$ cat config.mk
export PLATFORM = sky130hd
export DESIGN_NAME = hawk_decomp_mngr
export DESIGN_NICKNAME = d
export VERILOG_FILES = /design/src/rtl/hawk_zs_pkg.sv /design/src/rtl/hawk_axi_pkg.sv /design/src/rtl/hawk_decomp_mngr.sv
export VERILOG_INCLUDE_DIRS = /design/src /design/src/include
export SDC_FILE = /design/constraint.sdc
export NUM_CORES = 2
export LEC_CHECK = 0
export BUFFER_PORTS_ARGS = -buffer_cell sky130_fd_sc_hd__buf_4
export CORE_AREA = 2 2 487 489
export CTS_BUF_LIST = sky130_fd_sc_hd__clkbuf_4
export CTS_CLUSTER_SIZE = 12
export DETAILED_ROUTE_END_ITERATION = 8
export DIE_AREA = 0 0 489 491
export SETUP_SLACK_MARGIN = 0.15
export SYNTH_ARGS = -nofsm -noshare
export SYNTH_HDL_FRONTEND = slang
export SYNTH_SLANG_ARGS = --single-unit
export TNS_END_PERCENT = 1
$ cat constraint.sdc
create_clock -name clk_i -period 71 [get_ports clk_i]
set_input_delay 0 -clock clk_i [delete_from_list [all_inputs] [get_ports clk_i]]
set_output_delay 0 -clock clk_i [all_outputs]
set_load 0.01 [all_outputs]
$ cat src/include/hawk_decomp_config.svh
// build-wide sizes for the decompression path, included by packages and RTL that need them
`ifndef HAWK_DECOMP_CONFIG_SVH
`define HAWK_DECOMP_CONFIG_SVH

// read bus
`define HAWK_ADDR_W 64
`define HAWK_DATA_W 512 // one cacheline per beat

// read-data FIFO, one 4 KB page of beats
`define HAWK_FIFO_DEPTH 64

// zspage geometry
`define HAWK_PG_PER_ZSPG 5

// first way of the physical page region, list entry ids count from here
`define HAWK_PPA_START 64'h0000_0000_8000_0000

`endif
$ cat src/rtl/hawk_zs_pkg.sv
// zspage metadata, way packet, free-list and manager state types for the decompression path
`default_nettype none
`include "hawk_decomp_config.svh"

package hawk_zs_pkg;

	// metadata as laid out above the two way pointers of a zspage line
	typedef struct packed {
		logic [2:0]                          size; // index into cpage_bytes
		logic [`HAWK_PG_PER_ZSPG-1:0]        pg_vld;
		logic                                way_vld;
		logic [`HAWK_PG_PER_ZSPG-1:0][47:0] page; // compressed page byte starts
	} zspg_md_t;

	typedef struct packed {
		zspg_md_t    md;
		logic [47:0] iway_ptr;
		logic [47:0] nxtway_ptr;
		logic [13:0] cpage_size; // bytes
		logic [47:0] cpage_start;
		logic        update; // valid for the engine
		logic        pp_ifl; // zspage was full, push to free list
	} way_pkt_t;

	typedef struct packed {
		logic [47:0] way;
		logic [15:0] entry_id;
		logic [15:0] att_id;
		logic [15:0] next_id;
	} lst_entry_t;

	typedef enum logic [1:0] {
		LST_DETACH    = 2'd0,
		LST_IFL_SIZE1 = 2'd1
	} list_e;

	typedef struct packed {
		logic       tbl_update;
		logic       upd_only;
		logic [15:0] entry_id;
		lst_entry_t lst_entry;
		list_e      src_list;
		list_e      dst_list;
		logic [2:0] ifl_idx;
	} tol_upd_t;

	typedef enum logic [3:0] {
		IDLE, REQ_IWAY_PTR, FETCH_IWAY_PTR, SET_CPAGEFREE, RESET_FIFO, WAIT_RESET,
		BURST_START, BURST_READ, DECOMP_WAIT, FETCH_LST_ENTRY, WAIT_LST_ENTRY,
		DECODE_LST_ENTRY, PUSH_IFL, DONE, BUS_ERROR
	} mngr_state_e;

	// supported compressed page sizes
	function automatic logic [13:0] cpage_bytes(input logic [2:0] idx);
		case (idx)
			3'd0: return 14'd64;
			3'd1: return 14'd128;
			3'd2: return 14'd256;
			3'd3: return 14'd512;
			3'd4: return 14'd1024;
			3'd5: return 14'd2048;
			3'd6: return 14'd3072;
			default: return 14'd4096;
		endcase
	endfunction

endpackage

`default_nettype wire

$ cat src/rtl/hawk_axi_pkg.sv
// read-bus packet types shared by the decompression manager, the FIFO and the testbench
`default_nettype none
`include "hawk_decomp_config.svh"

package hawk_axi_pkg;

	// address channel payload, arlen is beats minus one
	typedef struct packed {
		logic [`HAWK_ADDR_W-1:0] addr;
		logic [7:0]              arlen;
	} rd_req_t;

	typedef struct packed {
		logic arready;
	} rd_rdy_t;

	// read data channel
	typedef struct packed {
		logic                    rvalid;
		logic                    rlast;
		logic [1:0]              rresp; // nonzero is an error
		logic [`HAWK_DATA_W-1:0] rdata;
	} rd_resp_t;

	// region a read goes to, placed in the top address bits
	typedef enum logic [1:0] {
		RD_TGT_DRAM = 2'd0,
		RD_TGT_TOL  = 2'd1
	} rd_target_e;

endpackage

`default_nettype wire

$ cat src/rtl/hawk_decomp_mngr.sv
// decompression manager FSM, walks the way chain, frees the page, reads it out and updates the free list
`timescale 1ns/1ps
`default_nettype none
`include "hawk_decomp_config.svh"

module hawk_decomp_mngr (
	input  logic                       clk_i,
	input  logic                       rst_ni,
	input  logic                       decomp_trigger,
	input  logic [`HAWK_ADDR_W-1:0]    decomp_cpage_start,
	input  logic [`HAWK_ADDR_W-1:0]    decomp_free_way,
	input  hawk_axi_pkg::rd_rdy_t      rd_rdy,
	input  hawk_axi_pkg::rd_resp_t     rd_resp,
	input  logic                       rdfifo_full,
	input  logic                       rdfifo_empty,
	input  logic                       zspg_updated,
	input  logic                       pgwr_mngr_ready,
	input  logic                       tbl_update_done,
	output hawk_axi_pkg::rd_req_t      rd_req,
	output logic                       rd_arvalid,
	output logic                       rd_rready,
	output logic                       rdm_reset,
	output logic                       decomp_start,
	output hawk_zs_pkg::way_pkt_t      way_pkt,
	output hawk_zs_pkg::tol_upd_t      tol_upd,
	output logic                       mngr_done,
	output logic                       bus_error
);

	localparam logic [`HAWK_ADDR_W-1:0] PPA_START = `HAWK_PPA_START;
	localparam int unsigned MD_W = $bits(hawk_zs_pkg::zspg_md_t);

	hawk_zs_pkg::mngr_state_e state_q, n_state;
	hawk_axi_pkg::rd_req_t    req_q, n_req;
	hawk_zs_pkg::way_pkt_t    way_q, n_way;
	hawk_zs_pkg::lst_entry_t  lst_q, n_lst;
	logic [`HAWK_DATA_W-1:0]  rdata_q, n_rdata;
	logic [6:0]               burst_cnt_q, n_burst_cnt;
	logic                     n_arvalid, n_decomp_start, n_done, n_rdm_reset;
	logic                     arready;
	logic [47:0]              way_off;
	logic [15:0]              lst_entry_id;

	// single-beat read into a target region
	function automatic hawk_axi_pkg::rd_req_t mk_req(
		input hawk_axi_pkg::rd_target_e tgt,
		input logic [`HAWK_ADDR_W-1:0]  addr
	);
		hawk_axi_pkg::rd_req_t r;
		r.addr  = {tgt, addr[`HAWK_ADDR_W-3:0]};
		r.arlen = 8'd0;
		return r;
	endfunction

	// first pass records fullness, second pass frees the matching page
	function automatic hawk_zs_pkg::way_pkt_t md_decode(
		input logic [`HAWK_DATA_W-1:0] line,
		input logic [47:0]             cpage_start,
		input logic                    first,
		input hawk_zs_pkg::way_pkt_t   pkt_in
	);
		hawk_zs_pkg::way_pkt_t pkt;
		logic hit;
		pkt = pkt_in;
		hit = 1'b0;
		pkt.iway_ptr    = line[47:0];
		pkt.nxtway_ptr  = line[95:48];
		pkt.md          = line[96 +: MD_W];
		pkt.cpage_size  = hawk_zs_pkg::cpage_bytes(pkt.md.size);
		pkt.cpage_start = cpage_start;
		pkt.update      = 1'b0;
		if (first) begin
			pkt.pp_ifl = &pkt.md.pg_vld;
		end else begin
			for (int i = 0; i < `HAWK_PG_PER_ZSPG; i++) begin
				if (!hit && pkt.md.page[i] == cpage_start) begin
					pkt.md.pg_vld[i] = 1'b0;
					hit = 1'b1;
				end
			end
		end
		return pkt;
	endfunction

	function automatic hawk_zs_pkg::lst_entry_t lst_decode(
		input logic [`HAWK_DATA_W-1:0] line,
		input logic [15:0]             id
	);
		hawk_zs_pkg::lst_entry_t e;
		e.way      = line[47:0];
		e.entry_id = id;
		e.att_id   = line[63:48];
		e.next_id  = line[79:64];
		return e;
	endfunction

	function automatic logic [2:0] size_to_idx(input logic [13:0] bytes);
		logic [2:0] idx;
		idx = 3'd0;
		for (int i = 0; i < 8; i++) begin
			if (hawk_zs_pkg::cpage_bytes(3'(i)) == bytes) begin
				idx = 3'(i);
			end
		end
		return idx;
	endfunction

	assign arready      = rd_rdy.arready;
	assign way_off      = way_q.iway_ptr - PPA_START[47:0];
	assign lst_entry_id = way_off[27:12] + 16'd1; // entry 0 is reserved

	always_comb begin
		n_state        = state_q;
		n_req          = req_q;
		n_arvalid      = 1'b0;
		n_rdata        = rdata_q;
		n_way          = way_q;
		n_lst          = lst_q;
		n_burst_cnt    = burst_cnt_q;
		n_decomp_start = decomp_start; // held until reset
		n_done         = 1'b0;
		n_rdm_reset    = 1'b0;
		rd_rready      = 1'b1;
		tol_upd        = '0;
		case (state_q)
			hawk_zs_pkg::IDLE: begin
				if (decomp_trigger && !mngr_done) begin
					n_req   = mk_req(hawk_axi_pkg::RD_TGT_DRAM, {decomp_cpage_start[`HAWK_ADDR_W-1:12], 12'd0});
					n_state = hawk_zs_pkg::REQ_IWAY_PTR;
				end
			end
			hawk_zs_pkg::REQ_IWAY_PTR: begin
				if (arready && !rd_arvalid) begin
					n_arvalid = 1'b1;
					n_state   = hawk_zs_pkg::FETCH_IWAY_PTR;
				end
			end
			hawk_zs_pkg::FETCH_IWAY_PTR: begin
				if (rd_resp.rvalid && rd_resp.rlast) begin
					if (rd_resp.rresp != 2'd0) begin
						n_state = hawk_zs_pkg::BUS_ERROR;
					end else if (rd_resp.rdata[47:0] == req_q.addr[47:0]) begin
						n_rdata     = rd_resp.rdata;
						n_way       = md_decode(rd_resp.rdata, decomp_cpage_start[47:0], 1'b1, way_q);
						n_burst_cnt = n_way.cpage_size[12:6] + 7'd1;
						n_state     = hawk_zs_pkg::SET_CPAGEFREE;
					end else begin
						// not the initial way yet, hop along the chain
						n_req   = mk_req(hawk_axi_pkg::RD_TGT_DRAM,
							{{(`HAWK_ADDR_W-48){1'b0}}, rd_resp.rdata[47:0]});
						n_state = hawk_zs_pkg::REQ_IWAY_PTR;
					end
				end
			end
			hawk_zs_pkg::SET_CPAGEFREE: begin
				n_way   = md_decode(rdata_q, decomp_cpage_start[47:0], 1'b0, way_q);
				n_state = hawk_zs_pkg::RESET_FIFO;
			end
			hawk_zs_pkg::RESET_FIFO: begin
				n_rdm_reset = 1'b1;
				n_state     = hawk_zs_pkg::WAIT_RESET;
			end
			hawk_zs_pkg::WAIT_RESET: n_state = hawk_zs_pkg::BURST_START;
			hawk_zs_pkg::BURST_START: begin
				rd_rready = 1'b0; // beats go to the FIFO
				if (arready && !rd_arvalid && burst_cnt_q != 7'd0 && rdfifo_empty) begin
					n_req       = mk_req(hawk_axi_pkg::RD_TGT_DRAM, decomp_cpage_start);
					n_arvalid   = 1'b1;
					n_burst_cnt = burst_cnt_q - 7'd1;
					n_state     = hawk_zs_pkg::BURST_READ;
				end
			end
			hawk_zs_pkg::BURST_READ: begin
				rd_rready = 1'b0;
				if (arready && !rd_arvalid && burst_cnt_q != 7'd0 && !rdfifo_full) begin
					n_req       = mk_req(hawk_axi_pkg::RD_TGT_DRAM, req_q.addr + `HAWK_ADDR_W'(64));
					n_arvalid   = 1'b1;
					n_burst_cnt = burst_cnt_q - 7'd1;
				end else if (burst_cnt_q == 7'd0) begin
					n_decomp_start    = 1'b1;
					n_way.cpage_start = decomp_free_way[47:0];
					n_way.update      = 1'b1;
					n_state           = hawk_zs_pkg::DECOMP_WAIT;
				end
			end
			hawk_zs_pkg::DECOMP_WAIT: begin
				rd_rready = 1'b0; // trailing beats still land in the FIFO
				if (zspg_updated) begin
					n_way.update = 1'b0;
					n_state      = way_q.pp_ifl ? hawk_zs_pkg::FETCH_LST_ENTRY : hawk_zs_pkg::DONE;
				end
			end
			hawk_zs_pkg::FETCH_LST_ENTRY: begin
				if (arready && !rd_arvalid) begin
					n_req     = mk_req(hawk_axi_pkg::RD_TGT_TOL,
						{{(`HAWK_ADDR_W-22){1'b0}}, lst_entry_id, 6'd0});
					n_arvalid = 1'b1;
					n_state   = hawk_zs_pkg::WAIT_LST_ENTRY;
				end
			end
			hawk_zs_pkg::WAIT_LST_ENTRY: begin
				if (rd_resp.rvalid && rd_resp.rlast) begin
					if (rd_resp.rresp != 2'd0) begin
						n_state = hawk_zs_pkg::BUS_ERROR;
					end else begin
						n_rdata = rd_resp.rdata;
						n_state = hawk_zs_pkg::DECODE_LST_ENTRY;
					end
				end
			end
			hawk_zs_pkg::DECODE_LST_ENTRY: begin
				n_lst   = lst_decode(rdata_q, lst_entry_id);
				n_state = hawk_zs_pkg::PUSH_IFL;
			end
			hawk_zs_pkg::PUSH_IFL: begin
				if (pgwr_mngr_ready) begin
					tol_upd.tbl_update       = 1'b1;
					tol_upd.upd_only         = 1'b1;
					tol_upd.entry_id         = lst_entry_id;
					tol_upd.lst_entry        = lst_q;
					tol_upd.lst_entry.att_id = 16'd0; // no longer mapped
					tol_upd.src_list         = hawk_zs_pkg::LST_DETACH;
					tol_upd.dst_list         = hawk_zs_pkg::LST_IFL_SIZE1;
					tol_upd.ifl_idx          = size_to_idx(way_q.cpage_size);
				end
				if (tbl_update_done) begin
					n_state = hawk_zs_pkg::DONE;
				end
			end
			hawk_zs_pkg::DONE: begin
				n_done  = 1'b1;
				n_state = hawk_zs_pkg::IDLE;
			end
			hawk_zs_pkg::BUS_ERROR: n_state = hawk_zs_pkg::BUS_ERROR; // sticky until reset
			default: n_state = hawk_zs_pkg::IDLE;
		endcase
	end

	always_ff @(posedge clk_i or negedge rst_ni) begin
		if (!rst_ni) begin
			state_q      <= hawk_zs_pkg::IDLE;
			rd_arvalid   <= 1'b0;
			burst_cnt_q  <= 7'd0;
			decomp_start <= 1'b0;
			way_q        <= '0;
			mngr_done    <= 1'b0;
			rdm_reset    <= 1'b0;
		end else begin
			state_q      <= n_state;
			rd_arvalid   <= n_arvalid;
			burst_cnt_q  <= n_burst_cnt;
			decomp_start <= n_decomp_start;
			way_q        <= n_way;
			mngr_done    <= n_done;
			rdm_reset    <= n_rdm_reset;
		end
	end

	// payload, only read under valid control
	always_ff @(posedge clk_i) begin
		req_q   <= n_req;
		rdata_q <= n_rdata;
		lst_q   <= n_lst;
	end

	assign rd_req    = req_q;
	assign way_pkt   = way_q;
	assign bus_error = (state_q == hawk_zs_pkg::BUS_ERROR);

endmodule

`default_nettype wire

# --- Word level (Yosys, flattened, before mapping) ---
# Cells that the tools add are included.
totals:
  out_inout_bits: 608
  elab_cells: 221
  input_bits: 653
  register_bits: 921
classes:
  n_bitwise: 2
  addsub: 5
  muxes: 93
  reduce_logical: 41
  eq_ne: 54
ops:
  columns: ["op", "n"]
  rows:
  - ["$mux W345", 5]
  - ["$mux W409", 3]
  - ["$pmux W359 S2", 1]
  - ["$pmux W345 S2", 1]
  - ["$mux W72", 7]
  - ["$pmux W72 S5", 1]
  - ["$eq A48 B48 Y1", 6]
  - ["$mux W14", 18]
  - ["$mux W121", 2]
  - ["$pmux W13 S7", 2]
  - ["$pmux W48 S3", 1]
  - ["$eq A14 B14 Y1", 7]
  - ["$mux W49", 2]
  - ["$add A62 B7 Y62 const B", 1]
  - ["$pmux W4 S14", 1]
  - ["$mux W4", 11]
  - ["$mux W7", 5]
  - ["$ne A2 B2 Y1 const B", 15]
  - ["$eq A4 B4 Y1 const B", 7]
  - ["$sub A28 B1 Y28 const B", 1]
  - ["$mux W3", 8]
  - ["$mux W1", 21]
  - ["$pmux W7 S3", 1]
  - ["$eq A3 B3 Y1 const B", 6]
  - ["31 further kinds", 62]

# --- Logic depth before layout (Yosys ltp) ---
depth:
  word_depth: 19
  ltp_mapped: 10
  mapped_depth_nobuf: 9

# --- Worst setup path after synthesis ---
# Ideal clock, no wire load.
synth_timing:
  path_type: "register to register"
  startpoint: "register req_q, in the netlist rd_req[34]"
  endpoint: "register rdata_q[0] (enable)"
  setup_time_ns: 2.880
  stages_incl_launch_ff: 6
  arrival_time_ns: 54.270
  slack_ns: 13.851
  cell_sequence: "edfxtp_1 > xnor2_1 > nand4_1 > nor4_2 > nand3_2 > a2111oi_0"
synth_between:
  elab_chain_len: 3
synth_rtl:
  columns: ["element", "line", "rtl"]
  rows:
  - ["from (decl)", "hawk_decomp_mngr.sv:34", "hawk_axi_pkg::rd_req_t req_q, n_req;"]
  - ["from (signal assigned)", "hawk_decomp_mngr.sv:261", "req_q <= n_req;"]
  - ["$eq A48 B48 Y1", "hawk_decomp_mngr.sv:142", "end else if (rd_resp.rdata[47:0] == req_q.addr[47:0]) begin"]
  - ["$ne A2 B2 Y1 (no line)", null, null]
  - ["$reduce_and A6 Y1 (no line)", null, null]
  - ["to (signal assigned)", "hawk_decomp_mngr.sv:262", "rdata_q <= n_rdata;"]
  - ["to (decl)", "hawk_decomp_mngr.sv:37", "logic [`HAWK_DATA_W-1:0] rdata_q, n_rdata;"]
# No other way between the ends.
# A chain may end at the register's enable or synchronous reset.

# --- Worst setup path in the final report ---
layout_timing:
  startpoint: "register req_q, in the netlist rd_req[42]"
  endpoint: "register way_q, in the netlist way_pkt[236]"
layout_between:
  elab_chain_len: 3
layout_rtl:
  columns: ["element", "line", "rtl"]
  rows:
  - ["$eq A48 B48 Y1", "hawk_decomp_mngr.sv:142", null]
  - ["$ne A2 B2 Y1 (no line)", null, null]
  - ["$reduce_and A4 Y1 (no line)", null, null]
  - ["to (signal assigned)", "hawk_decomp_mngr.sv:253", "way_q <= n_way;"]
  - ["to (decl)", "hawk_decomp_mngr.sv:35", "hawk_zs_pkg::way_pkt_t way_q, n_way;"]
# No other way between the ends.

==> impl_results.md <==
* Ys async rst share at 46.08%
* Tot Pwr at 2251 uW
* Crit path kind: flop to flop
* Crit path from: rd_req[42]
* Max-slew violations at 0
* Power Dens Cells at 32.96 nW/um^2
* Fmax at 151.6 MHz
* Initial antenna violation count at 62
* Sequential cell area at 25090 sq um
* Min Tclk post-route at 6595 ps
* Ratio of cells with drive above 1 in the final layout at 26.72%
* CTS Buf Count at 280
* Slew HR at 21.54%
* Die height at 491 um
* Outcome: finished, final reports clean
* Wire length of the first global-routing pass at 355200 um
* Clock H-tree levels at 5
* Synthesized area at 40230 sq um
* Design area at 68300 sq um
* Syn-to-layout area delta at 69.76%
* Synth top area share at 36.42%
* CP Max Fanout at 92
* Mean Syn Cell Area at 11.96 sq um
* Dpl cell area at 51140 sq um
* Multi-input gate area at 13810 sq um
* Peak VDD IR at 0.00002283 V
* Core area at 234500 sq um
* Worst-Skew Late Latency at 1350 ps
* #FFs+latches synth at 905
* Yosys top cell by area: edfxtp_1
* Clk slew on worst S/H paths at 60 ps
* Row cnt at 178
* R2r setup slk at 64410 ps
* Sequential-to-total area share from yosys stat at 62.36%
* Crit path DAT at 7770 ps
* Highest-count cells in the layout ignoring fill and taps: dlygate4sd3_1, buf_4, edfxtp_1
* Starting DRT DRC Count at 3985
* Reg2reg path depth at 12
* GRT Util Overall at 21.57%
* Post-route clock period utilization at 9.288%
* Initial Util at 17.15%
* Vias/cell at 4.513
* HP Class: input port to flop
* Leak at 0.02702 uW
* DIE WIDTH at 489 um
* Post-Route Setup TNS at 0 ps
* PortBufs at 1040
* Crit end category: flop
* Via count at 41570
* CTS tree: built
* Max Cap Viol at 0
* Final Hold Fails at 0
* Total Wirelength at 269200 um
* Setup Skew at 189.0 ps
* Synth area leaders: edfxtp_1, dfrtp_1, a22oi_1, xnor2_1, a21oi_1
* Filler cells at 23520
* Clk root buf: clkbuf_4
* Commonest non-fill, non-tap cell in the layout: dlygate4sd3_1
* Distinct cells, synth at 62
* DR pass1 iterations at 6
* Post-CTS resize count at 0
* Ys flop type: edfxtp_1
* DR WL/cell at 29.23 um
* Synth Instances at 3365
* Worst r2r src: rd_req[42]
* DR DRC count at 0
* Largest net degree at the start of global routing at 136
* Clk sinks at 905
* Worst R2R End: way_pkt[236]
* RSZ-0062 raised after global routing: false
* Detail Route Antenna Nets at 0
* Detailed placer's ending HPWL at 170500 um
* CP endpoint: way_pkt[236]
* Final setup viols at 0
* Global route total overflow at 0
* Vias in the first global route at 42680
* Die area at 240100 sq um
* Required time of the critical path at 72170 ps
* GP Congestion at 0.8711
* EDFF count, synth at 488
* Worst setup SP type: flop
* Worst slew pin tran at 1177 ps
* Clk buf depth at 4
* # nets final at 6483
* Yosys Warn Count at 0
* # IOs at 1261
==> per-layer routing <==
layer	GRT usage [%]	up-vias	share of wire (%)
met2	34.79	2850	46
met4	15.54	10	7.9
met1	23.76	20550	36
met5	0	-	0.026
li1	-	17410	-
met3	7.016	744	9.7
==> synthesized netlist by cell type, types with 9 or more instances <==
cell and count:
and3_1 14, a31oi_1 12, dfrtp_1 417, o21ai_0 54, clkbuf_1 137, edfxtp_1 488
xor2_1 43, nand3_1 45, buf_4 44, buf_2 114, and4_1 9, nor4_1 20
a222oi_1 11, nand2_1 80, a22oi_1 372, mux2_2 29, xnor2_1 317, inv_1 22
nor2_1 406, nor3_1 19, a22o_1 56, and2_1 97, nand4_1 91, mux2_4 20
a21oi_1 361
==> critical path, stage by stage (launching register included) <==
cell and delay (ps):
edfxtp_1 480, xnor2_1 660, nand4_1 250, nor4_1 470, nand3_2 390, o31ai_4 370
dlygate4sd3_1 680, buf_4 630, buf_4 690, buf_4 840, buf_4 650, nor2_1 80
a21oi_1 160
==> how the worst min path moves through the flow <==
stage	endpoint	startpoint	slack, ps	depth (start not counted)
after global placement	way_pkt[78]	rst_ni	140	1
final	rd_req[18]	decomp_cpage_start[10]	170	4
after detailed placement	way_pkt[78]	rst_ni	140	1
after global routing	rdata_q[15]	rd_resp[15]	30	3
after floorplan	burst_cnt_q[0]	rst_ni	-300	0
after CTS	rdata_q[34]	rd_resp[34]	2	3
==> power breakdown <==
part	internal (uW)	switching [uW]	total, uW	leakage [uW]
combinational	384	495	879	0.0153
sequential	709	127	837	0.00960
clock	273	263	535	0.00208
total	1370	884	2250	0.0270
==> flip-flops by register name, summed over array words and instances, names as in the netlist, 4 cells and up <==
signal and cells:
way_pkt 402, rdata_q 345, lst_q 80, rd_req 63, burst_cnt_q 7, state_q 4
==> cells by family after synthesis <==
family                     synth area share (%)
AOI/OAI and AO/OA                         14.75
xor gates and xnor gates                  7.837
adders and majority gates                0.1244
buffers and inverters                     3.853
DFF                                       62.36
muxes                                     1.608
other                                  0.009321
and+or+nand+nor                           9.451
==> cell type report <==
type	count	share of cell area [%]
Clock buffer	427	4.694
Multi-Input combinational cell	2167	20.22
Clock inverter	50	0.3206
Sequential cell	905	36.74
Tap cell	3150	5.771
Inverter	22	0.1227
Antenna cell	40	0.1466
Timing Repair Buffer	2450	31.99
==> timing repair <==
action                      CTS  global route
setup endpoints to repair     0             0
hold endpoints to repair   1250             0
hold buffers               1360             0
buffers inserted              0             0
==> through the flow <==
| stage | util, % | hold WS (ps) | worst slack (ps) | std cells |
|---|---|---|---|---|
| floorplan | - | -295.6 | 13850 | 3399 |
| global placement | 21.81 | 135.5 | 64800 | 7334 |
| detailed placement | 21.81 | 144.1 | 64750 | 7334 |
| CTS | 29.08 | 1.541 | 64270 | 9171 |
| global route | 29.11 | 34.33 | 63850 | 9201 |
| finish | 29.12 | 165.0 | 64410 | 9211 |
No activity file was read; power rests on OpenSTA's default activity.
